[src/logic/core_pkg.sv]
`default_nettype none

package core_pkg;

	// ------------------------------
	// Sizes
	// ------------------------------
	localparam int XLEN       = 32;
	localparam int NREG       = 32;
	localparam int DMEM_WORDS = 256;
	localparam int DMEM_AW    = 8;   // Word index bits

	// ------------------------------
	// Encodings
	// ------------------------------
	typedef enum logic [6:0] {
		OP_R      = 7'b0110011,
		OP_I_R    = 7'b0010011,
		OP_LUI    = 7'b0110111,
		OP_AUIPC  = 7'b0010111,
		OP_BRANCH = 7'b1100011,
		OP_JAL    = 7'b1101111,
		OP_JALR   = 7'b1100111,
		OP_LOAD   = 7'b0000011,
		OP_STORE  = 7'b0100011
	} opcode_e;

	typedef enum logic [3:0] {
		ALU_ADD, ALU_SUB, ALU_SLT, ALU_SLTU, ALU_AND,
		ALU_OR, ALU_XOR, ALU_SLL, ALU_SRL, ALU_SRA
	} alu_op_e;

	// Five conditions need a third bit
	typedef enum logic [2:0] {BR_NONE, BR_EQ, BR_NE, BR_LT, BR_LTU} br_cnd_e;

	typedef enum logic [1:0] {SRC_REG, SRC_IMM, SRC_PC_IMM} src_sel_e;

	typedef enum logic [1:0] {WB_ALU, WB_IMM, WB_LINK, WB_MEM} wb_sel_e;

	typedef enum logic [1:0] {
		MEM_BYTE = 2'd0,
		MEM_HALF = 2'd1,
		MEM_WORD = 2'd2
	} mem_size_e;

	typedef enum logic [2:0] {IMM_I, IMM_S, IMM_B, IMM_U, IMM_J} imm_fmt_e;

	// ------------------------------
	// Records
	// ------------------------------
	typedef struct packed {
		alu_op_e   alu_op;
		src_sel_e  src_sel;
		br_cnd_e   br_cnd;
		logic      order;          // Comparator operands swapped
		logic      we;
		logic      mem_val;
		logic      mem_wr;
		mem_size_e mem_size;
		logic      mem_unsigned;
		wb_sel_e   wb_sel;
		imm_fmt_e  imm_fmt;
		logic      rs1_used;
		logic      rs2_used;
	} ctrl_t;

	// No write, no memory request, no branch
	localparam ctrl_t CTRL_NOP = '{
		alu_op:       ALU_ADD,
		src_sel:      SRC_REG,
		br_cnd:       BR_NONE,
		order:        1'b0,
		we:           1'b0,
		mem_val:      1'b0,
		mem_wr:       1'b0,
		mem_size:     MEM_WORD,
		mem_unsigned: 1'b0,
		wb_sel:       WB_ALU,
		imm_fmt:      IMM_I,
		rs1_used:     1'b0,
		rs2_used:     1'b0
	};

	typedef struct packed {
		logic [XLEN-1:0] pc;
		logic [31:0]     inst;
	} issue_t;

	typedef struct packed {
		ctrl_t           ctrl;
		logic [XLEN-1:0] pc;
		logic [XLEN-1:0] rs1_val;
		logic [XLEN-1:0] rs2_val;
		logic [XLEN-1:0] imm;
		logic [4:0]      rd;
	} dec_exe_t;

	typedef struct packed {
		ctrl_t           ctrl;
		logic [XLEN-1:0] pc;
		logic [XLEN-1:0] result;   // ALU value or memory address
		logic [XLEN-1:0] sdata;
		logic            taken;
		logic [4:0]      rd;
	} exe_mem_t;

	typedef struct packed {
		logic [XLEN-1:0] pc;
		logic [4:0]      rd;
		logic            we;
		logic [XLEN-1:0] wdata;
		logic            taken;
	} retire_t;

endpackage

`default_nettype wire

[src/logic/core_reg_file.sv]
`default_nettype none

module core_reg_file (
	input  wire                       clk,
	input  wire                       rst_n,
	input  wire [4:0]                 ra1,
	input  wire [4:0]                 ra2,
	output logic [core_pkg::XLEN-1:0] rd1,
	output logic [core_pkg::XLEN-1:0] rd2,
	input  wire                       we,
	input  wire [4:0]                 wa,
	input  wire [core_pkg::XLEN-1:0]  wd
);

	logic [core_pkg::XLEN-1:0] regs [core_pkg::NREG];

	always_ff @(posedge clk or negedge rst_n) begin
		if (!rst_n) begin
			for (int i = 0; i < core_pkg::NREG; i++) begin
				regs[i] <= '0;
			end
		end else if (we && wa != 5'd0) begin
			regs[wa] <= wd;   // x0 never written
		end
	end

	assign rd1 = regs[ra1];
	assign rd2 = regs[ra2];

	// x0 reads zero over any write history
	a_x0_zero: assert property (@(posedge clk) disable iff (!rst_n)
		ra1 == 5'd0 |-> rd1 == '0);

endmodule

`default_nettype wire

[config.mk]
export PLATFORM = sky130hd
export DESIGN_NAME = core_reg_file
export DESIGN_NICKNAME = d
export VERILOG_FILES = /design/src/logic/core_pkg.sv /design/src/logic/core_reg_file.sv
export SDC_FILE = /design/constraint.sdc
export NUM_CORES = 2
export LEC_CHECK = 0
export BUFFER_PORTS_ARGS = -buffer_cell sky130_fd_sc_hd__buf_2
export CAP_MARGIN = 20
export CORE_MARGIN = 4
export CORE_UTILIZATION = 40
export CTS_CLUSTER_DIAMETER = 60
export DETAILED_ROUTE_END_ITERATION = 8
export SETUP_SLACK_MARGIN = 0.02
export SYNTH_ARGS = -nofsm -noshare
export SYNTH_HDL_FRONTEND = slang
export SYNTH_SLANG_ARGS = --single-unit
export TNS_END_PERCENT = 20
[constraint.sdc]
create_clock -name clk -period 1.3 [get_ports clk]
set_input_delay 0.065 -clock clk [delete_from_list [all_inputs] [get_ports clk]]
set_output_delay 0.065 -clock clk [all_outputs]
set_load 0.005 [all_outputs]
# Word level (Yosys, flattened, before mapping)
# Index checks and enable logic that the tools add are counted.
# totals
in_bits,50
output_inout_bits,64
register_bits,1024
wordCells,51
# classes
order_cmp,4
mux,9
n_bitwise,3
n_reduce_logical,3
# op_table
cell,count
bitwise mux 1024 bit,1
binary-select mux 32 bit (select 5 bit),2
demux 32 bit (select 5 bit),1
2-to-1 mux 32 bit,5
">= comparator 6 bit, second input constant",3
NOT 5 -> 6 bit,3
"< comparator 6 x 1 -> 1 bit, second input constant",1
nonzero test 5 bit,1
logical AND 1 bit,2

# Depth between registers and ports, before layout
# logic_depth
depth_word,6
depth_mapped,8
ltp_nobuf,5

# Least setup slack after synthesis
# Ideal clock, no wire load.
# synth_timing
path_kind,input port to output port
start,in ra1[1]
end,out rd1[11] in the netlist's numbering
n_path_buf,4
required_time_ns,1.235
stages,8
t_arrival_ns,1.274
setup_slack_ns,-0.039
cell_sequence,buf_2 -> buf_4 -> buf_2 -> buf_2 -> mux2i_1 -> nand2_1 -> a31oi_1 -> nand3_1
# synth_via
elab_chain_len,4
# synth_lines
item,line_no,source
from (decl),core_reg_file.sv:6,"input wire [4:0] ra1,"
NOT 5 -> 6 bit (implied by the code),core_reg_file.sv:27,assign rd1 = regs[ra1];
binary-select mux 32 bit (select 5 bit),core_reg_file.sv:27,
2-to-1 mux 32 bit (implied by the code) (2 in series),core_reg_file.sv:27,
to (decl),core_reg_file.sv:8,"output logic [core_pkg::XLEN-1:0] rd1,"
# No other way between the ends. The select of a mux whose other input is x is not followed.

# Final worst setup path
# layout_timing
start,reg regs[890] in the netlist's numbering
end,out rd1[26] in the netlist's numbering
# layout_via
elab_chain_len,3
# layout_lines
item,line_no,source
from (decl),core_reg_file.sv:15,logic [core_pkg::XLEN-1:0] regs [core_pkg::NREG];
"from (signal, indexed assignment)",core_reg_file.sv:23,regs[wa] <= wd;
binary-select mux 32 bit (select 5 bit),core_reg_file.sv:27,
2-to-1 mux 32 bit (implied by the code) (2 in series),core_reg_file.sv:27,
# No other way between the ends. The select of a mux whose other input is x is not followed.

==> metrics.txt <==
status=complete, but fails checks; violations in the final reports=negative setup slack; portion of the post-synthesis area used by sequential elements=45.8%; Data required, critical path=1.24 ns; Synthesized Nets=4,651; RSZ-0062 raised after global routing=yes; crit end category=output pin; number of flip-flops in the largest register=1,024; number of enable-type register cells in the synthesized netlist=0; Cell Rows=136; pin count of the biggest net entering global routing=70; register bit total from synthesis=1,024; Final Cycle Share=181%; least setup slack across all paths after layout=-1.05 ns; worst clock skew on the final layout=0 ns; syn_area_per_cell=12.2 um2; number of remaining DRC errors=0; number of max-cap violations=0; total power=97.2 mW; areal power density over the cells=1420 mW/mm2; antenna violation net count after detailed routing=0; detailed-route wire length=187,000 um; share of final-layout standard cells stronger than drive strength 1=39.6%; starting density of the core=40.5%; count of cell types in the netlist=28; WL/cell=27.1 um; Clk pin slew, worst setup/hold paths=0.06 ns; first-pass GRT wire length=278,000 um; buffering stage count on the worst path with inverters included=2; Critical Path AT=2.28 ns; largest driver fanout on the critical path=2; Pre-Repair DR Iteration Count=6; # placed instances=6,677; CTS H-tree lvls=3; number of max-slew violations in the final report=0; Die X-Extent=382 um; Core Footprint=0.138 mm2; initial antenna violation count=12; vias in the first global route=41,731; Startpoint Class=flop; Boundary Pins=114; vias per std cell=5.88; cell class contributing the biggest share of worst-path delay=compound AO/OA/AOI/OAI gates; Port Buffer Count=113; register name with the most flops=regs; last weighted congestion value of the routability-driven placer=0.852; maximum single-stage delay on the critical path=0.39 ns; number of standard cells in the final layout excluding fillers=6,926; Hold Fails Final Rpt=0; final core utilization=49.6%; leading registers by flop count=regs: 1024 flops; global-route usage over all layers=25.1%; HPWL after DPL=123,000 um; drt initial violations=3,186; cell count after synthesis=4,601; number of nets in the finished design=5,013; Die H=382 um; clock insertion delay at the later pin of the skew report=0.72 ns; critical setup path kind=flop to output pin; count of warnings emitted by yosys=0; final critical path time including I/O delays and setup=2.35 ns; Die Footprint=0.146 mm2; Leakage=32.5 nW; total CTS buffers=113; # setup viols final=64; Async S/R FF share, synth=100%; DR vias=40,703; critical-path cell list=buf_4, mux2i_1, a22o_1, nor3_2, a31oi_2, nand3_2, buf_2; Highest Clock Rate=426 MHz; post-synthesis to final-layout area growth=22.4%; setup TNS after final layout=-54.67 ns; root buffer selected by CTS=sky130_fd_sc_hd__clkbuf_16; slowest cell on the critical path=sky130_fd_sc_hd__dfrtp_1; worst vdd ir=1.10 mV; Tightest Hold Check Type=primary input to flop; Overflow after GRT=0; Max Buffers Root-to-Sink=3; clk sink count=1,024; commonest cells after routing, fill and taps aside=sky130_fd_sc_hd__dfrtp_1, sky130_fd_sc_hd__mux2i_1, sky130_fd_sc_hd__mux2_2; most common cell after layout, fill and taps aside=sky130_fd_sc_hd__dfrtp_1; Post-Syn Area=0.0559 mm2; CTS tree=yes; Slew @ Worst Pin=0.789 ns; top flip-flop cell by instance count after synthesis=sky130_fd_sc_hd__dfrtp_1; Slew headroom=47.3%
[synth_stat cells, types with 65 or more instances]
library cell | instances | area (um2)
sky130_fd_sc_hd__nor3_1 | 65 | 325
sky130_fd_sc_hd__mux2_2 | 953 | 10700
sky130_fd_sc_hd__a21oi_1 | 192 | 961
sky130_fd_sc_hd__nand2_1 | 210 | 788
sky130_fd_sc_hd__mux2i_1 | 1024 | 10200
sky130_fd_sc_hd__buf_2 | 111 | 556
sky130_fd_sc_hd__a22oi_1 | 192 | 1440
sky130_fd_sc_hd__clkbuf_1 | 224 | 841
sky130_fd_sc_hd__a22o_1 | 128 | 1120
sky130_fd_sc_hd__nand3_1 | 194 | 971
sky130_fd_sc_hd__dfrtp_1 | 1024 | 25600
[final timing paths]
check / startpoint / to / slack, ns / depth (start not counted)
worst max-delay path: regs[890] / rd1[26] / -1.05 / 7
worst min-delay path: wd[2] / regs[194] / 0.05 / 2
worst max register to register: regs[956] / regs[956] / 0.29 / 3
worst min register to register: regs[1022] / regs[1022] / 0.40 / 0
max in group asynchronous: rst_n / regs[39] / 0.33 / 3
min in group asynchronous: rst_n / regs[951] / 0.13 / 3
[metal layers]
| metal | GRT usage [%] | vias to the layer above | wire length (um) |
|---|---|---|---|
| met5 | 0 | - | 11 |
| met4 | 7.81 | 2 | 6470 |
| li1 | - | 17706 | - |
| met3 | 4.00 | 345 | 10200 |
| met2 | 40.8 | 1292 | 87300 |
| met1 | 34.5 | 21358 | 83400 |
[report_power, final]
| part | switching [mW] | internal [mW] | total (mW) |
|---|---|---|---|
| clock | 13.8 | 20.2 | 34.0 |
| sequential | 4.65 | 38.0 | 42.6 |
| combinational | 9.39 | 11.2 | 20.6 |
[stage by stage]
| stage | hold slack [ns] | cell area, um2 | setup slack, ns |
|---|---|---|---|
| after floorplan | -0.231 | 56100 | -0.0385 |
| after global placement | -0.00497 | 63200 | -0.767 |
| final | 0.0517 | 68500 | -1.05 |
| after CTS | 0.00435 | 68200 | -1.06 |
| after global routing | 0.0426 | 68500 | -1.11 |
| after detailed placement | -0.00591 | 63200 | -0.790 |
[cell families (layout without fill, tap and decap cells)]
| logic type | count (synthesis) | in the layout | synth area share, % |
|---|---|---|---|
| buf+inv | 473 | 929 | 4.50 |
| mux | 2016 | 2016 | 38.3 |
| flops | 1024 | 1024 | 45.8 |
| compound gates | 576 | 576 | 7.01 |
| simple gates | 512 | 512 | 4.39 |
| other cells | 0 | 6 | 0 |
[final cells by class]
type | count | area, um2
antenna | 6 | 15.0
clock buffer | 162 | 3330
clock inverter | 47 | 582
fill | 12260 | 69700
multi-input combinational | 3104 | 28800
sequential | 1024 | 25600
tap | 1863 | 2330
timing repair buffer | 720 | 7780
[what timing repair did]
| item | in CTS | in global routing |
|---|---|---|
| endpoints found under the setup margin | 64 | 75 |
| hold endpoints to repair | 1909 | 0 |
| hold buffers | 32 | 0 |
| resized for setup | 127 | 54 |
| setup buffers | 3 | 3 |
| pin swaps | 46 | 62 |
No activity file was read; power rests on OpenSTA's default activity.
