File: config.mk
export PLATFORM = sky130hd
export DESIGN_NAME = core_decode
export DESIGN_NICKNAME = d
export VERILOG_FILES = /design/src/logic/core_pkg.sv /design/src/logic/core_ctrl.sv /design/src/logic/core_decode.sv
export SDC_FILE = /design/constraint.sdc
export NUM_CORES = 1
export LEC_CHECK = 0
export ABC_CLOCK_PERIOD_IN_PS = 23800
export BUFFER_PORTS_ARGS = -buffer_cell sky130_fd_sc_hd__buf_4
export CORE_AREA = 5 5 195 197
export DETAILED_ROUTE_END_ITERATION = 8
export DIE_AREA = 0 0 200 202
export GPL_ROUTABILITY_DRIVEN = 0
export GPL_TIMING_DRIVEN = 0
export PLACE_DENSITY = 0.49
export SYNTH_ARGS = -nofsm -noshare
export SYNTH_HDL_FRONTEND = slang
export SYNTH_SLANG_ARGS = --single-unit
File: constraint.sdc
create_clock -name clk -period 23.8 [get_ports clk]
set_input_delay 4.76 -clock clk [delete_from_list [all_inputs] [get_ports clk]]
set_output_delay 4.76 -clock clk [all_outputs]
set_load 0.01 [all_outputs]
File: src/logic/core_pkg.sv
`default_nettype none

package core_pkg;

	// ------------------------------
	// Sizes
	// ------------------------------
	localparam int XLEN       = 32;
	localparam int NREG       = 32;
	localparam int DMEM_WORDS = 256;
	localparam int DMEM_AW    = 8;   // Word index bits

	// ------------------------------
	// Encodings
	// ------------------------------
	typedef enum logic [6:0] {
		OP_R      = 7'b0110011,
		OP_I_R    = 7'b0010011,
		OP_LUI    = 7'b0110111,
		OP_AUIPC  = 7'b0010111,
		OP_BRANCH = 7'b1100011,
		OP_JAL    = 7'b1101111,
		OP_JALR   = 7'b1100111,
		OP_LOAD   = 7'b0000011,
		OP_STORE  = 7'b0100011
	} opcode_e;

	typedef enum logic [3:0] {
		ALU_ADD, ALU_SUB, ALU_SLT, ALU_SLTU, ALU_AND,
		ALU_OR, ALU_XOR, ALU_SLL, ALU_SRL, ALU_SRA
	} alu_op_e;

	// Five conditions need a third bit
	typedef enum logic [2:0] {BR_NONE, BR_EQ, BR_NE, BR_LT, BR_LTU} br_cnd_e;

	typedef enum logic [1:0] {SRC_REG, SRC_IMM, SRC_PC_IMM} src_sel_e;

	typedef enum logic [1:0] {WB_ALU, WB_IMM, WB_LINK, WB_MEM} wb_sel_e;

	typedef enum logic [1:0] {
		MEM_BYTE = 2'd0,
		MEM_HALF = 2'd1,
		MEM_WORD = 2'd2
	} mem_size_e;

	typedef enum logic [2:0] {IMM_I, IMM_S, IMM_B, IMM_U, IMM_J} imm_fmt_e;

	// ------------------------------
	// Records
	// ------------------------------
	typedef struct packed {
		alu_op_e   alu_op;
		src_sel_e  src_sel;
		br_cnd_e   br_cnd;
		logic      order;          // Comparator operands swapped
		logic      we;
		logic      mem_val;
		logic      mem_wr;
		mem_size_e mem_size;
		logic      mem_unsigned;
		wb_sel_e   wb_sel;
		imm_fmt_e  imm_fmt;
		logic      rs1_used;
		logic      rs2_used;
	} ctrl_t;

	// No write, no memory request, no branch
	localparam ctrl_t CTRL_NOP = '{
		alu_op:       ALU_ADD,
		src_sel:      SRC_REG,
		br_cnd:       BR_NONE,
		order:        1'b0,
		we:           1'b0,
		mem_val:      1'b0,
		mem_wr:       1'b0,
		mem_size:     MEM_WORD,
		mem_unsigned: 1'b0,
		wb_sel:       WB_ALU,
		imm_fmt:      IMM_I,
		rs1_used:     1'b0,
		rs2_used:     1'b0
	};

	typedef struct packed {
		logic [XLEN-1:0] pc;
		logic [31:0]     inst;
	} issue_t;

	typedef struct packed {
		ctrl_t           ctrl;
		logic [XLEN-1:0] pc;
		logic [XLEN-1:0] rs1_val;
		logic [XLEN-1:0] rs2_val;
		logic [XLEN-1:0] imm;
		logic [4:0]      rd;
	} dec_exe_t;

	typedef struct packed {
		ctrl_t           ctrl;
		logic [XLEN-1:0] pc;
		logic [XLEN-1:0] result;   // ALU value or memory address
		logic [XLEN-1:0] sdata;
		logic            taken;
		logic [4:0]      rd;
	} exe_mem_t;

	typedef struct packed {
		logic [XLEN-1:0] pc;
		logic [4:0]      rd;
		logic            we;
		logic [XLEN-1:0] wdata;
		logic            taken;
	} retire_t;

endpackage

`default_nettype wire

File: src/logic/core_ctrl.sv
`default_nettype none

module core_ctrl (
	input  wire [31:0]     inst,
	output core_pkg::ctrl_t ctrl,
	output logic           illegal
);

	core_pkg::opcode_e opcode;
	logic [2:0]        funct3;
	logic [6:0]        funct7;

	assign opcode = core_pkg::opcode_e'(inst[6:0]);
	assign funct3 = inst[14:12];
	assign funct7 = inst[31:25];

	// Shared funct3 map of R and I_R with funct7 zero
	function automatic core_pkg::alu_op_e base_op(input logic [2:0] f3);
		case (f3)
			3'b001:  return core_pkg::ALU_SLL;
			3'b010:  return core_pkg::ALU_SLT;
			3'b011:  return core_pkg::ALU_SLTU;
			3'b100:  return core_pkg::ALU_XOR;
			3'b101:  return core_pkg::ALU_SRL;
			3'b110:  return core_pkg::ALU_OR;
			3'b111:  return core_pkg::ALU_AND;
			default: return core_pkg::ALU_ADD;
		endcase
	endfunction

	always_comb begin
		ctrl = core_pkg::CTRL_NOP;
		illegal = 1'b0;
		case (opcode)
			core_pkg::OP_R: begin
				ctrl.we = 1'b1;
				ctrl.rs1_used = 1'b1;
				ctrl.rs2_used = 1'b1;
				case (funct7)
					7'b0000000: ctrl.alu_op = base_op(funct3);
					7'b0100000: begin
						case (funct3)
							3'b000:  ctrl.alu_op = core_pkg::ALU_SUB;
							3'b101:  ctrl.alu_op = core_pkg::ALU_SRA;
							default: illegal = 1'b1;   // AM slot included
						endcase
					end
					default: illegal = 1'b1;
				endcase
			end
			core_pkg::OP_I_R: begin
				ctrl.we = 1'b1;
				ctrl.rs1_used = 1'b1;
				ctrl.src_sel = core_pkg::SRC_IMM;
				ctrl.alu_op = base_op(funct3);
				case (funct3)
					3'b001: illegal = funct7 != 7'b0000000;
					3'b101: begin
						case (funct7)
							7'b0000000: ctrl.alu_op = core_pkg::ALU_SRL;
							7'b0100000: ctrl.alu_op = core_pkg::ALU_SRA;
							default:    illegal = 1'b1;
						endcase
					end
					default: ;                    // Plain immediate ops
				endcase
			end
			core_pkg::OP_LUI: begin
				ctrl.we = 1'b1;
				ctrl.wb_sel = core_pkg::WB_IMM;
				ctrl.imm_fmt = core_pkg::IMM_U;
			end
			core_pkg::OP_AUIPC: begin
				ctrl.we = 1'b1;
				ctrl.src_sel = core_pkg::SRC_PC_IMM;
				ctrl.imm_fmt = core_pkg::IMM_U;
			end
			core_pkg::OP_BRANCH: begin
				ctrl.rs1_used = 1'b1;
				ctrl.rs2_used = 1'b1;
				ctrl.imm_fmt = core_pkg::IMM_B;
				ctrl.order = funct3[0] && funct3[2];   // BGE, BGEU
				case (funct3)
					3'b000:         ctrl.br_cnd = core_pkg::BR_EQ;
					3'b001:         ctrl.br_cnd = core_pkg::BR_NE;
					3'b100, 3'b101: ctrl.br_cnd = core_pkg::BR_LT;
					3'b110, 3'b111: ctrl.br_cnd = core_pkg::BR_LTU;
					default:        illegal = 1'b1;
				endcase
			end
			core_pkg::OP_JAL: begin
				ctrl.we = 1'b1;
				ctrl.wb_sel = core_pkg::WB_LINK;
				ctrl.imm_fmt = core_pkg::IMM_J;
			end
			core_pkg::OP_JALR: begin
				ctrl.we = 1'b1;
				ctrl.rs1_used = 1'b1;
				ctrl.wb_sel = core_pkg::WB_LINK;
				illegal = funct3 != 3'b000;
			end
			core_pkg::OP_LOAD: begin
				ctrl.we = 1'b1;
				ctrl.rs1_used = 1'b1;
				ctrl.src_sel = core_pkg::SRC_IMM;
				ctrl.mem_val = 1'b1;
				ctrl.wb_sel = core_pkg::WB_MEM;
				ctrl.mem_unsigned = funct3[2];
				case (funct3)
					3'b000, 3'b100: ctrl.mem_size = core_pkg::MEM_BYTE;
					3'b001, 3'b101: ctrl.mem_size = core_pkg::MEM_HALF;
					3'b010:         ctrl.mem_size = core_pkg::MEM_WORD;
					default:        illegal = 1'b1;
				endcase
			end
			core_pkg::OP_STORE: begin
				ctrl.rs1_used = 1'b1;
				ctrl.rs2_used = 1'b1;
				ctrl.src_sel = core_pkg::SRC_IMM;
				ctrl.imm_fmt = core_pkg::IMM_S;
				ctrl.mem_val = 1'b1;
				ctrl.mem_wr = 1'b1;
				case (funct3)
					3'b000:  ctrl.mem_size = core_pkg::MEM_BYTE;
					3'b001:  ctrl.mem_size = core_pkg::MEM_HALF;
					3'b010:  ctrl.mem_size = core_pkg::MEM_WORD;
					default: illegal = 1'b1;
				endcase
			end
			default: illegal = 1'b1;
		endcase
		if (illegal) ctrl = core_pkg::CTRL_NOP;   // Back to the safe defaults
	end

endmodule

`default_nettype wire

File: src/logic/core_decode.sv
`default_nettype none

module core_decode (
	input  wire                       clk,
	input  wire                       rst_n,
	input  wire                       in_valid,
	output logic                      in_ready,
	input  wire core_pkg::issue_t     in_data,
	output logic [4:0]                ra1,
	output logic [4:0]                ra2,
	input  wire [core_pkg::XLEN-1:0]  rd1,
	input  wire [core_pkg::XLEN-1:0]  rd2,
	input  wire core_pkg::retire_t    exe_pend,
	input  wire core_pkg::retire_t    mem_pend,
	input  wire core_pkg::retire_t    ret_pend,
	output logic                      out_valid,
	input  wire                       out_ready,
	output core_pkg::dec_exe_t        out_data
);

	logic [31:0]               inst;
	core_pkg::ctrl_t           ctrl;
	core_pkg::ctrl_t           ctrl_issue;
	logic                      illegal;
	logic [core_pkg::XLEN-1:0] imm;
	logic                      rs1_busy;
	logic                      rs2_busy;
	logic                      stall;
	logic                      slot_free;

	function automatic logic pend_hit(input logic [4:0] rs, input core_pkg::retire_t p);
		return p.we && p.rd == rs;
	endfunction

	assign inst = in_data.inst;
	assign ra1 = inst[19:15];
	assign ra2 = inst[24:20];

	core_ctrl u_ctrl (
		.inst    (inst),
		.ctrl    (ctrl),
		.illegal (illegal)
	);

	always_comb begin
		case (ctrl.imm_fmt)
			core_pkg::IMM_S: imm = {{20{inst[31]}}, inst[31:25], inst[11:7]};
			core_pkg::IMM_B: imm = {{19{inst[31]}}, inst[31], inst[7], inst[30:25], inst[11:8], 1'b0};
			core_pkg::IMM_U: imm = {inst[31:12], 12'b0};
			core_pkg::IMM_J: imm = {{11{inst[31]}}, inst[31], inst[19:12], inst[20], inst[30:21], 1'b0};
			default:         imm = {{20{inst[31]}}, inst[31:20]};
		endcase
	end

	// ------------------------------
	// RAW interlock
	// ------------------------------
	assign rs1_busy = ra1 != 5'd0 &&
		(pend_hit(ra1, exe_pend) || pend_hit(ra1, mem_pend) || pend_hit(ra1, ret_pend));
	assign rs2_busy = ra2 != 5'd0 &&
		(pend_hit(ra2, exe_pend) || pend_hit(ra2, mem_pend) || pend_hit(ra2, ret_pend));
	assign stall = (ctrl.rs1_used && rs1_busy) || (ctrl.rs2_used && rs2_busy);

	assign slot_free = !out_valid || out_ready;
	assign in_ready = slot_free && !stall;

	always_comb begin
		ctrl_issue = ctrl;
		if (illegal) begin
			ctrl_issue.we = 1'b0;
			ctrl_issue.mem_val = 1'b0;
		end
	end

	always_ff @(posedge clk or negedge rst_n) begin
		if (!rst_n) begin
			out_valid <= 1'b0;
		end else if (slot_free) begin
			out_valid <= in_valid && !stall;
		end
	end

	always_ff @(posedge clk) begin
		if (in_valid && in_ready) begin
			out_data.ctrl <= ctrl_issue;
			out_data.pc <= in_data.pc;
			out_data.rs1_val <= rd1;
			out_data.rs2_val <= rd2;
			out_data.imm <= imm;
			out_data.rd <= inst[11:7];
		end
	end

	a_out_hold: assert property (@(posedge clk) disable iff (!rst_n)
		out_valid && !out_ready |=> out_valid && $stable(out_data));

endmodule

`default_nettype wire

[Yosys cells after proc, flatten, opt, wreduce, memory -nomap -nowiden]
Index checks and enable logic that the tools add are counted.
Storage, ports and cells
  register bits after elaboration: 157
  bits of input ports: 345
  logic and storage cells: 123
  output and inout port bits: 168
Cells by class
  bitwise logic cells: 2
  reductions and logical operators: 47
  muxes and demuxes: 28
  equal/unequal tests: 27
Operators by type and width (number)
  one-hot mux 31 bit (4 select lines): 1
  one-hot mux 4 bit (2 select lines): 4
  == test 5 bit: 6
  == test 7 x 6 -> 1 bit (second input constant): 4
  one-hot mux 4 bit (7 select lines): 1
  one-hot mux 3 bit (4 select lines): 2
  OR reduction 2 bit: 11
  == test 7 bit (second input constant): 3
  one-hot mux 2 bit (2 select lines): 4
  == test 3 bit (second input constant): 5
  == test 7 x 5 -> 1 bit (second input constant): 2
  logical AND 1 bit: 14
  == test 3 x 2 -> 1 bit (second input constant): 4
  OR reduction 3 bit: 4
  OR reduction 6 bit: 2
  2-to-1 mux 1 bit: 10
  nonzero test 5 bit: 2
  == test 7 x 2 -> 1 bit (second input constant): 1
  zero test 7 bit: 1
  one-hot mux 1 bit (7 select lines): 1
  nonzero test 7 bit: 1
  OR reduction 7 bit: 1
  == test 3 x 1 -> 1 bit (second input constant): 2
  logical OR 1 bit: 6
  other kinds (9): 12

[Logic depth before layout (Yosys ltp)]
Gate-level depths: netlist of run 1.
  depth in word-level cells: 11
  gate-level depth with buffers: 8
  gate-level depth less buffers: 6

[Cells and area by module]
A second synthesis of run 1 with hierarchy kept.
Unflattened totals
  cell total of the unflattened synthesis: 409
  area, all modules: 6372.4 um2
Modules (own cells, without submodules)
  core_decode: times used 1, area each 5698.0 um2, cells an instance 308, seq. area each 4709.5 um2
  core_ctrl: times used 1, area each 674.4 um2, cells an instance 101, seq. area each 0.0 um2

[Least setup slack after synthesis of run 1]
No wires, ideal clock.
  path type: input port to flip-flop
  start point: input port in_data[2] (netlist bit)
  end point: register out_data[0] (netlist bit), enable pin
  path slack: 10756 ps
  library setup time: 678 ps
  required time: 23122 ps
  data arrival time: 12367 ps
  stages on the path: 7
  cell sequence: buf_2 nand4bb_4 nor3b_2 a311oi_2 nand3_2 o32ai_2 nor2_1
Between the ends
  cells in the longest elaborated chain, start to end: 9
  elaborated cells between the ends (all ways): 22
Ends and longest elaborated chain
  start: declaration: line core_decode.sv:8  | input wire core_pkg::issue_t in_data,
  == test 7 x 6 -> 1 bit (tied with other cells): line core_ctrl.sv:34  | case (opcode)
  OR reduction 3 bit (no line) or OR reduction 6 bit (tied branches)
  one-hot mux 1 bit (7 select lines) or 2-to-1 mux 1 bit (tied branches): line core_ctrl.sv:34
  2-to-1 mux 5 bit *: line core_ctrl.sv:132  | if (illegal) ctrl = core_pkg::CTRL_NOP;
  logical AND 1 bit: line core_decode.sv:62  | assign stall = (ctrl.rs1_used && rs1_busy) || (ctrl.rs2_used && rs2_busy);
  logical OR 1 bit *: line core_decode.sv:62
  zero test 1 bit *: line core_decode.sv:65  | assign in_ready = slot_free && !stall;
  logical AND 1 bit *: line core_decode.sv:65
  logical AND 1 bit *: line core_decode.sv:84  | if (in_valid && in_ready) begin
  end: declaration: line core_decode.sv:18  | output core_pkg::dec_exe_t out_data
Mark *: on every way between the ends. The rest lies on a longest branch, timed or not.
A chain may end at the register's enable or synchronous reset.

[Worst setup path after layout of run 1]
  start point: input port in_data[25] (netlist bit)
  end point: output port in_ready
Between the ends
  cells in the longest elaborated chain, start to end: 10
  elaborated cells between the ends (all ways): 14
Ends and longest elaborated chain
  == test 7 x 6 -> 1 bit or zero test 7 bit (tied branches): line core_ctrl.sv:39, core_ctrl.sv:59
  OR reduction 2 bit (no line)
  2-to-1 mux 1 bit: line core_ctrl.sv:59  | case (funct7)
  one-hot mux 1 bit (2 select lines): line core_ctrl.sv:56  | case (funct3)
  one-hot mux 1 bit (7 select lines) *: line core_ctrl.sv:34
  2-to-1 mux 5 bit *: line core_ctrl.sv:132
  logical AND 1 bit: line core_decode.sv:62
  logical OR 1 bit *: line core_decode.sv:62
  zero test 1 bit *: line core_decode.sv:65
  logical AND 1 bit *: line core_decode.sv:65
  end: declaration: line core_decode.sv:7  | output logic in_ready,
Marks and branches as above.

==> run_results.csv, run 1 <==
group,metric,value,unit
detailed_routing,drt_iter0_drc,129,
grt,grt_max_degree,32,
clocking,clkTransAtPathRegs,0.08,ns
yosys,synth-seq-cells,157,
timing,fmax,85.0,MHz
grt,grt_pass1_vias,4556,
critical_path,crit_cells,8,
detailed_routing,drtPass1Iterations,4,
clocking,cts_resized,0,
grt,antenna_found_initial,3,
power,p_leak,3.97,nW
critical_path,crit_slowest_cell,"o32ai_2",
placement,dpl.hpwl,17.2,mm
timing,finalCriticalPeriod,11.77,ns
clocking,ctsLongestPathBuffers,2,
placement,dp_cells,1153,
yosys,seq_area_frac_synth,76.7,%
hold_path,hold_class,"reg2reg",
grt,track_usage,10.2,%
finish,drive_gt1_share,53.1,%
power,vdd_drop_max,0.0398,mV
timing,worst_slew_pin_slew,0.928,ns
critical_path,crit_start,"in_data[25]",
clocking,cts_tree,"built",
clocking,cts_num_sinks,157,
critical_path,path_buf_inv,2,
timing,finalSetupTns,0,ns
critical_path,cpPeakStageDelay,0.49,ns
detailed_routing,drc_errors,0,
finish,layout.nets,1049,
critical_path,cpMostUsedCell,"buf_4",
critical_path,cp_max_fo,5,
floorplan,ios,513,
critical_path,ff2ff_path_depth,6,
finish,final_util,27.2,%
floorplan,start_util,17.0,%
floorplan,num_rows,70,
power,powerDensity,71.6,nW/um^2
critical_path,cp-endpoint,"in_ready",
timing,max-slew-margin-rel,38.1,%
yosys,syn_area,6140,um^2
finish,fillers,3753,
floorplan,die_w,200,um
timing,period_share,49.4,%
timing,slew_viol_final,0,
timing,setup_violations,0,
timing,rsz0062_at_grt,"no",
run,drv_cap,0,
detailed_routing,wl,21.9,mm
floorplan,die_h,202,um
detailed_routing,vias,4358,
clocking,post_cts_buffers,0,
detailed_routing,wl_per_cell,18.5,um
clocking,postCtsHoldBufs,0,
timing,fin_skew,0.0124,ns
critical_path,critPathTopFamily,"simple AND/OR/NAND/NOR gates",
clocking,worst_skew_pair.late_latency,0.42,ns
clocking,numCtsBuffers,17,
grt,grt_overflow_total,0,
critical_path,path_class,"in2out",
yosys,yosys.cell_types.count,54,
finish,final_cells,1185,
detailed_routing,detail-route-antenna-nets,0,
critical_path,r2r_start,"out_valid$_DFFE_PN0P_",
critical_path,worst_setup_path_start_kind,"primary input",
critical_path,crit_required,19.04,ns
yosys,syn_avg_cell_area,16.6,um^2
yosys,yosysWarnings,0,
placement,portBuffers,309,
critical_path,ff2ff_setup_slack,21.98,ns
critical_path,path_cells,"buf_4 > nor4_2 > nand3_1 > a311oi_2 > nand3_2 > o32ai_2 > nor2b_1 > buf_4",
finish,syn_to_final_growth,59.7,%
finish,num_antenna_cells,0,
yosys,syn_inst,370,
yosys,syn_nets,715,
clocking,root_buffer,"clkbuf_16",
critical_path,arrival,7.01,ns
run_status,status,"finished, final reports clean",
grt,grt_pass1_wl,30.1,mm
critical_path,endpoint_kind,"output pin",
floorplan,core_area,36100,um^2
critical_path,r2r-end,"out_data[0]$_DFFE_PP_",
timing,hold_viol_final,0,
clocking,htree_levels,4,
detailed_routing,viasPerCell,3.68,
floorplan,dieArea,40400,um^2
## worst min-delay path by stage
| stage | from | to | slack (ns) | cells past startpoint |
|---|---|---|---|---|
| 2_1_floorplan | out_valid$_DFFE_PN0P_ | out_valid$_DFFE_PN0P_ | 0.56 | 2 |
| 3_3_place_gp | out_valid$_DFFE_PN0P_ | out_valid$_DFFE_PN0P_ | 0.54 | 2 |
| 3_5_place_dp | out_valid$_DFFE_PN0P_ | out_valid$_DFFE_PN0P_ | 0.55 | 2 |
| 4_1_cts | out_valid$_DFFE_PN0P_ | out_valid$_DFFE_PN0P_ | 0.57 | 2 |
| 5_1_grt | out_valid$_DFFE_PN0P_ | out_valid$_DFFE_PN0P_ | 0.60 | 2 |
| 6_report | out_valid$_DFFE_PN0P_ | out_valid$_DFFE_PN0P_ | 0.56 | 2 |
## per-stage QoR
| step | setup WS (ns) | total power [mW] | instance area, um^2 | hold WS, ns |
|---|---|---|---|---|
| floorplan | 10.76 | 0.363 | 6140 | 0.562 |
| global placement | 6.80 | 0.418 | 9050 | 0.536 |
| detailed placement | 11.89 | 0.416 | 9180 | 0.547 |
| CTS | 11.86 | 0.718 | 9810 | 0.568 |
| global route | 11.79 | 0.733 | 9810 | 0.600 |
| finish | 12.03 | 0.702 | 9810 | 0.560 |
## sequential cells by signal, indices dropped and copies added (netlist names)
name / flops
out_data: 156
out_valid: 1
## cell usage in the layout (no fill, tap or decap), drive strengths merged, types with 2 or more instances in the layout
| cell type | n |
|---|---|
| a22o | 4 |
| and2 | 7 |
| xor2 | 24 |
| nor3 | 3 |
| edfxtp | 156 |
| nor2 | 24 |
| a31o | 2 |
| or2 | 2 |
| o21ai | 8 |
| clkbuf | 29 |
| nand2 | 11 |
| buf | 331 |
| and3 | 5 |
| a2111oi | 3 |
| or4 | 2 |
| or3 | 2 |
| xnor2 | 8 |
| a21oi | 6 |
| inv | 13 |
| nor3b | 2 |
| nor4 | 7 |
| o211ai | 2 |
| a21o | 20 |
| nor2b | 4 |
| clkinv | 4 |
| nand3 | 13 |
| bufinv | 3 |
| nand2b | 5 |
## layer usage
layer / vias up / part of all wire [%] / global-route usage, %
met5: - / 0.16 / 0
met4: 6 / 0.97 / 2.91
met3: 14 / 12 / 4.50
met2: 207 / 49 / 17.3
met1: 2078 / 38 / 11.6
li1: 2053 / - / -
## area by class of cell
| class | count | area [um^2] | share of cell area, % |
|---|---|---|---|
| Buffer | 28 | 155 | 1.58 |
| Clock buffer | 17 | 425 | 4.34 |
| Clock inverter | 15 | 200 | 2.04 |
| Inverter | 6 | 22.5 | 0.230 |
| Multi-Input combinational cell | 179 | 1260 | 12.9 |
| Sequential cell | 157 | 4710 | 48.0 |
| Tap cell | 468 | 586 | 5.97 |
| Timing Repair Buffer | 315 | 2450 | 25.0 |
## power by group
group	total (mW)	switching (mW)	internal (mW)	leakage [nW]
Sequential	0.325	0.00403	0.321	1.51
Clock	0.294	0.125	0.169	0.304
Combinational	0.0826	0.0398	0.0429	2.16
Total	0.702	0.169	0.533	3.97
## cell families after synthesis
family	count (synthesis)	share of synthesized area (%)
compound gates	53	6.72
xor+xnor	32	4.56
buf+inv	34	2.89
flops	157	76.7
simple gates	94	9.13
## worst register-to-register path: stages, from the launching register on
cell	delay, ns
dfrtp_1	0.39
nand2b_1	0.11
nand2_1	0.09
nor2_4	0.20
buf_12	0.23
buf_12	0.23
buf_12	0.24
## cells in the mapped netlist (all sizes together)
master | count | area (um^2)
edfxtp | 156 | 4680
nor2 | 24 | 103
xor2 | 24 | 210
a21o | 20 | 150
buf | 16 | 110
nand3 | 13 | 70.1
clkbuf | 12 | 45.0
nand2 | 11 | 41.3
o21ai | 8 | 40.0
xnor2 | 8 | 70.1
and2 | 7 | 43.8
nor4 | 7 | 50.1
a21oi | 6 | 30.0
inv | 6 | 22.5
and3 | 5 | 31.3
nand2b | 5 | 31.3
a22o | 4 | 35.0
nor2b | 4 | 25.0
a2111oi | 3 | 35.0
nor3 | 3 | 25.0
a31o | 2 | 17.5
nor3b | 2 | 20.0
o211ai | 2 | 25.0
or2 | 2 | 15.0
or3 | 2 | 12.5
or4 | 2 | 15.0
a211oi | 1 | 7.51
a21boi | 1 | 7.51
a22oi | 1 | 7.51
a311oi | 1 | 15.0
and3b | 1 | 8.76
and4 | 1 | 8.76
dfrtp | 1 | 25.0
nand3b | 1 | 7.51
nand4 | 1 | 6.26
nand4b | 1 | 8.76
nand4bb | 1 | 27.5
o2111ai | 1 | 8.76
o2bb2ai | 1 | 8.76
o31a | 1 | 8.76
o32ai | 1 | 16.3
or4b | 1 | 10.0
Note: power is estimated with default switching activity, not from simulation.
==> run 2: changes to the inputs <==
Settings changed: ABC_CLOCK_PERIOD_IN_PS 23800 to 9700, PLACE_DENSITY 0.49 to 0.5.
Clock period 23.8 ns to 9.7 ns, I/O delays scaled along.
==> run 2 against run 1 <==
Net effect:
- die area unchanged
- setup slack worse by 8.5 ns
- flip-flop and latch count unchanged
- worst hold slack better by 0.014 ns
- clock power is 130% higher
- combinational power rose by 140%
- wire length down 0.94%
- final area down 0.77%
- sequential power is 150% higher
- sequential share of layout area grew 0.37 points
- largest cell class unchanged
- largest power group unchanged
==> run_results.csv, run 2 (synthesis results as in run 1) <==
group,metric,value,unit
run_status,status,"finished, final reports clean",
timing,hold_viol_final,0,
timing,fmax,163,MHz
floorplan,dieArea,40400,um^2
finish,largest_reg_flops,156,
critical_path,critPathTopFamily,"simple AND/OR/NAND/NOR gates",
grt,grt_pass1_wl,29.8,mm
grt,grt_max_degree,35,
finish,drive_gt1_share,52.2,%
timing,slew_viol_final,0,
finish,final_util,27.0,%
clocking,cts_num_sinks,157,
critical_path,crit_required,7.76,ns
timing,hold-worst-slack,0.573,ns
critical_path,path_class,"in2out",
placement,portBuffers,309,
clocking,root_buffer,"clkbuf_16",
critical_path,crit_slowest_cell,"nor4_2",
timing,setup_violations,0,
clocking,worst_skew_pair.late_latency,0.44,ns
detailed_routing,drtPass1Iterations,4,
critical_path,path_buf_inv,2,
detailed_routing,wl_per_cell,18.3,um
critical_path,r2r_start,"out_valid$_DFFE_PN0P_",
critical_path,ff2ff_setup_slack,7.69,ns
detailed_routing,drt_iter0_drc,146,
floorplan,die_h,202,um
timing,worst_slack,3.57,ns
finish,final_common_cell,"buf_4",
critical_path,arrival,4.19,ns
timing,max-slew-margin-rel,37.5,%
clocking,ctsLongestPathBuffers,2,
hold_path,hp-start,"out_valid$_DFFE_PN0P_",
detailed_routing,wl,21.7,mm
timing,fin_skew,0.0217,ns
critical_path,cpMostUsedCell,"buf_4",
finish,layout.nets,1048,
finish,mostFrequentLayoutCells,"319 x buf_4, 156 x edfxtp_1, 24 x xor2_1",
clocking,cts_resized,0,
critical_path,path_cells,"buf_4 > nor4_2 > nand3_1 > a311oi_2 > nand3_2 > o32ai_2 > nor2b_1 > buf_4",
detailed_routing,detail-route-antenna-nets,0,
critical_path,cpPeakStageDelay,0.50,ns
placement,dpl.hpwl,17.1,mm
clocking,postCtsHoldBufs,0,
clocking,clkTransAtPathRegs,0.08,ns
hold_path,min_path_cells,2,
timing,period_share,63.2,%
floorplan,core_area,36100,um^2
power,p_leak,3.92,nW
timing,finalCriticalPeriod,6.13,ns
grt,grt_pass1_vias,4471,
floorplan,num_rows,70,
critical_path,endpoint_kind,"output pin",
floorplan,start_util,17.0,%
critical_path,r2r-end,"out_data[113]$_DFFE_PP_",
clocking,post_cts_buffers,0,
hold_path,hold-path-endpoint,"out_valid$_DFFE_PN0P_",
detailed_routing,vias,4397,
floorplan,ios,513,
run,drv_cap,0,
detailed_routing,viasPerCell,3.72,
power,vdd_drop_max,0.119,mV
finish,largestRegisters,"out_data (156), out_valid (1)",
critical_path,crit_start,"in_data[25]",
clocking,cts_tree,"built",
timing,worst_slew_pin_slew,0.937,ns
clocking,htree_levels,4,
finish,num_antenna_cells,0,
finish,syn_to_final_growth,58.5,%
grt,track_usage,10.2,%
placement,place_ws,3.46,ns
timing,rsz0062_at_grt,"no",
hold_path,hold_class,"reg2reg",
grt,grt_overflow_total,0,
floorplan,die_w,200,um
critical_path,ff2ff_path_depth,6,
power,powerDensity,172,nW/um^2
critical_path,cp_max_fo,5,
clocking,numCtsBuffers,17,
finish,regMostFlops,"out_data",
critical_path,worst_setup_path_start_kind,"primary input",
grt,antenna_found_initial,3,
detailed_routing,drc_errors,0,
run 2: cell type report:
cell class              count  area [um^2]
clock buffers              20          437
fillers                  3720        26400
inverters                   6         22.5
multi-input cells         179         1260
repair buffers            314         2420
plain buffers              28          155
clock inverters            11          141
flip-flops and latches    157         4710
well taps                 468          586
run 2: where the power goes:
group          internal, mW  leakage (nW)  switching, mW
combinational         0.104          2.15         0.0969
sequential            0.789          1.51         0.0105
clock                 0.402         0.270          0.268
run 2: worst max-delay path by stage:
stage | end | slack, ns | cells past startpoint
2_1_floorplan | out_data[0]$_DFFE_PP_ | 2.11 | 7
3_3_place_gp | out_data[88]$_DFFE_PP_ | -0.48 | 7
3_5_place_dp | in_ready | 3.46 | 8
4_1_cts | in_ready | 3.43 | 8
5_1_grt | in_ready | 3.36 | 8
6_report | in_ready | 3.57 | 8
run 2: metal layers:
layer / vias to the layer above / share of wire (%) / GRT usage [%]
met5: - / 0.22 / 0
met2: 227 / 48 / 17.0
met3: 26 / 11 / 4.53
li1: 2055 / - / -
met1: 2083 / 38 / 11.4
met4: 6 / 2.1 / 4.12
run 2: through the flow:
| stage | TNS, ns | std cells | instance area, um^2 | power [mW] |
|---|---|---|---|---|
| after detailed placement | 0 | 1152 | 9150 | 1.02 |
| after global routing | 0 | 1183 | 9730 | 1.75 |
| after CTS | 0 | 1183 | 9730 | 1.71 |
| after floorplan | 0 | 370 | 6140 | 0.887 |
| after global placement | -73.42 | 1147 | 9050 | 1.02 |
| final | 0 | 1183 | 9730 | 1.67 |
run 2: worst register-to-register path: cells and delay by family, from the launching register on:
family / cells / cell delay [ns]
simple gates: 3 / 0.54
flops: 1 / 0.40
buf+inv: 3 / 0.75
==> run 3: changes to the inputs <==
Settings changed: ABC_AREA set to 1, ABC_CLOCK_PERIOD_IN_PS 9700 to 5700, CORE_AREA 5 5 195 197 to 5 5 194 196, DIE_AREA 0 0 200 202 to 0 0 199 201.
Clock period 9.7 ns to 5.7 ns, I/O delays scaled along.
==> run 3 against run 2 <==
Net effect:
- clock skew is 0.011 ns lower
- largest cell class unchanged
- sequential share of layout area is 1.5 points lower
- wire length is 6.2% higher
- clock power is 68% higher
- largest power group unchanged
- final cell count is 14% higher
- critical path type unchanged
- synthesized cell count is 41% higher
- critical endpoint unchanged
==> run_results.csv, run 3 <==
group,metric,value,unit
run_status,status,"finished, final reports clean",
timing,hold-worst-slack,0.475,ns
critical_path,path_cells,"buf_4 > nor2_1 > nand3_1 > nor2_1 > a21oi_4 > nor2_8 > nand3_1 > nand2_1 > nor2_1 > buf_4",
yosys,synth_top_area_share,73.3,%
detailed_routing,viasPerCell,3.83,
power,powerDensity,282,nW/um^2
power,vdd_drop_max,0.174,mV
power,power,2.83,mW
finish,drive_gt1_share,45.0,%
clocking,worst_skew_pair.late_latency,0.42,ns
yosys,yosys.area.top_type,"edfxtp_1",
detailed_routing,drt_iter0_drc,196,
grt,grt_max_degree,33,
clocking,cts_tree,"built",
hold_path,hold_class,"in2async",
finish,layout.nets,1205,
finish,largest_reg_flops,156,
yosys,synth_area_leaders,"edfxtp_1 73%, nand2_1 7.3%, nor2_1 3.4%",
timing,setup_violations,0,
critical_path,arrival,2.89,ns
finish,syn_to_final_growth,57.1,%
clocking,numCtsBuffers,17,
finish,final_common_cell,"buf_4",
yosys,syn_inst,521,
finish,mostFrequentLayoutCells,"327 x buf_4, 156 x edfxtp_1, 124 x nand2_1",
timing,worst_slew_pin_slew,0.849,ns
yosys,syn_avg_cell_area,12.3,um^2
placement,dpl.hpwl,18.9,mm
timing,fmax,248,MHz
critical_path,worst_setup_path_start_kind,"primary input",
placement,place_ws,1.32,ns
grt,track_usage,11.0,%
run,drv_cap,0,
timing,max-slew-margin-rel,43.3,%
grt,grt_overflow_total,0,
clocking,ctsLongestPathBuffers,2,
critical_path,endpoint_kind,"output pin",
floorplan,core_area,35900,um^2
detailed_routing,wl_per_cell,17.2,um
timing,period_share,70.6,%
placement,dp_cells,1309,
floorplan,dieArea,40000,um^2
clocking,post_cts_buffers,0,
timing,finalCriticalPeriod,4.03,ns
detailed_routing,vias,5137,
grt,grt_pass1_wl,32.8,mm
timing,hold_viol_final,0,
detailed_routing,drc_errors,0,
yosys,synth_edf_count,156,
critical_path,path_class,"in2out",
yosys,seq_area_frac_synth,73.7,%
timing,fin_skew,0.0111,ns
detailed_routing,wl,23.1,mm
yosys,yosys.cell_types.count,31,
timing,worst_slack,1.67,ns
clocking,clkTransAtPathRegs,0.07,ns
placement,portBuffers,315,
finish,final_cells,1343,
critical_path,crit_slowest_cell,"nor2_1",
clocking,cts_num_sinks,157,
finish,largestRegisters,"out_data (156), out_valid (1)",
yosys,syn_nets,866,
floorplan,start_util,17.8,%
floorplan,die_h,201,um
timing,rsz0062_at_grt,"no",
floorplan,num_rows,70,
yosys,synth.most_common_cell,"edfxtp_1",
yosys,syn_area,6390,um^2
critical_path,crit_required,4.56,ns
power,p_leak,4.31,nW
floorplan,ios,513,
clocking,root_buffer,"clkbuf_16",
critical_path,cpPeakStageDelay,0.32,ns
clocking,cts_resized,0,
finish,final_util,28.0,%
grt,antenna_found_initial,4,
clocking,postCtsHoldBufs,0,
timing,slew_viol_final,0,
clocking,htree_levels,4,
finish,regMostFlops,"out_data",
detailed_routing,drtPass1Iterations,4,
grt,grt_pass1_vias,5207,
yosys,synth-seq-cells,157,
yosys,yosysWarnings,0,
yosys,synth_top_cells_by_count,"156 x edfxtp_1, 124 x nand2_1, 58 x nor2_1, 43 x inv_1, 33 x o21ai_0",
critical_path,cp_max_fo,10,
floorplan,die_w,199,um
detailed_routing,detail-route-antenna-nets,0,
yosys,synth_ff_type,"edfxtp_1",
yosys,synthArstFlopShare,0.637,%
critical_path,cpMostUsedCell,"nor2_1",
==> run 3: changes by cell type after synthesis, moves of 15 or more <==
cell / before / now
nand2_1: 11 / 124
inv_1: 6 / 43
nor2_1: 21 / 58
o21ai_0: 6 / 33
xor2_1: 24 / 0
a21o_1: 20 / 0
nand3_1: 12 / 27
==> run 3: logic make-up after synthesis <==
group	after synthesis	synth area share, %
and+or+nand+nor	242	17.0
DFF	157	73.7
buffers and inverters	71	4.93
AOI/OAI and AO/OA	51	4.39
==> run 3: worst max-delay path: cells and delay by family <==
| family | cells | cell delay (ns) |
|---|---|---|
| buf+inv | 2 | 0.29 |
| compound gates | 1 | 0.08 |
| simple gates | 7 | 1.37 |
==> run 3: cell type report <==
type	count	area, um^2
Clock buffer	18	429
Clock inverter	14	149
Multi-Input combinational cell	293	1370
Timing Repair Buffer	320	2470
Sequential cell	157	4710
Tap cell	468	586
Buffer	17	113
Fill cell	3755	25900
Antenna cell	2	5.00
Inverter	54	203
==> run 3: final timing paths <==
| kind | start | cells past startpoint | slack, ns | to |
|---|---|---|---|---|
| min reg2reg | out_valid$_DFFE_PN0P_ | 4 | 0.65 | out_valid$_DFFE_PN0P_ |
| min in group clk | out_valid$_DFFE_PN0P_ | 4 | 0.65 | out_valid$_DFFE_PN0P_ |
| max reg2reg | out_valid$_DFFE_PN0P_ | 6 | 3.48 | out_data[60]$_DFFE_PP_ |
| min | rst_n | 1 | 0.47 | out_valid$_DFFE_PN0P_ |
| max in group asynchronous | rst_n | 1 | 5.15 | out_valid$_DFFE_PN0P_ |
| max | in_data[31] | 10 | 1.67 | in_ready |
==> run 3: through the flow <==
step                TNS [ns]  area, um^2
global route               0       10000
floorplan                  0        6400
finish                     0       10000
detailed placement         0        9460
CTS                        0       10000
global placement     -129.59        9350
==> run 3: power breakdown <==
group | switching (mW) | internal (mW) | total [mW]
Combinational | 0.175 | 0.172 | 0.347
Clock | 0.509 | 0.617 | 1.13
Sequential | 0.0172 | 1.34 | 1.36
Total | 0.701 | 2.13 | 2.83
==> run 3: metal layers <==
metal	routed length (um)	global-route usage, %	part of all wire [%]	up-vias
met5	27	0	0.12	-
met4	180	2.76	0.78	4
met3	2700	5.12	12	17
met2	11000	18.4	48	231
met1	9090	12.7	39	2420
li1	-	-	-	2465
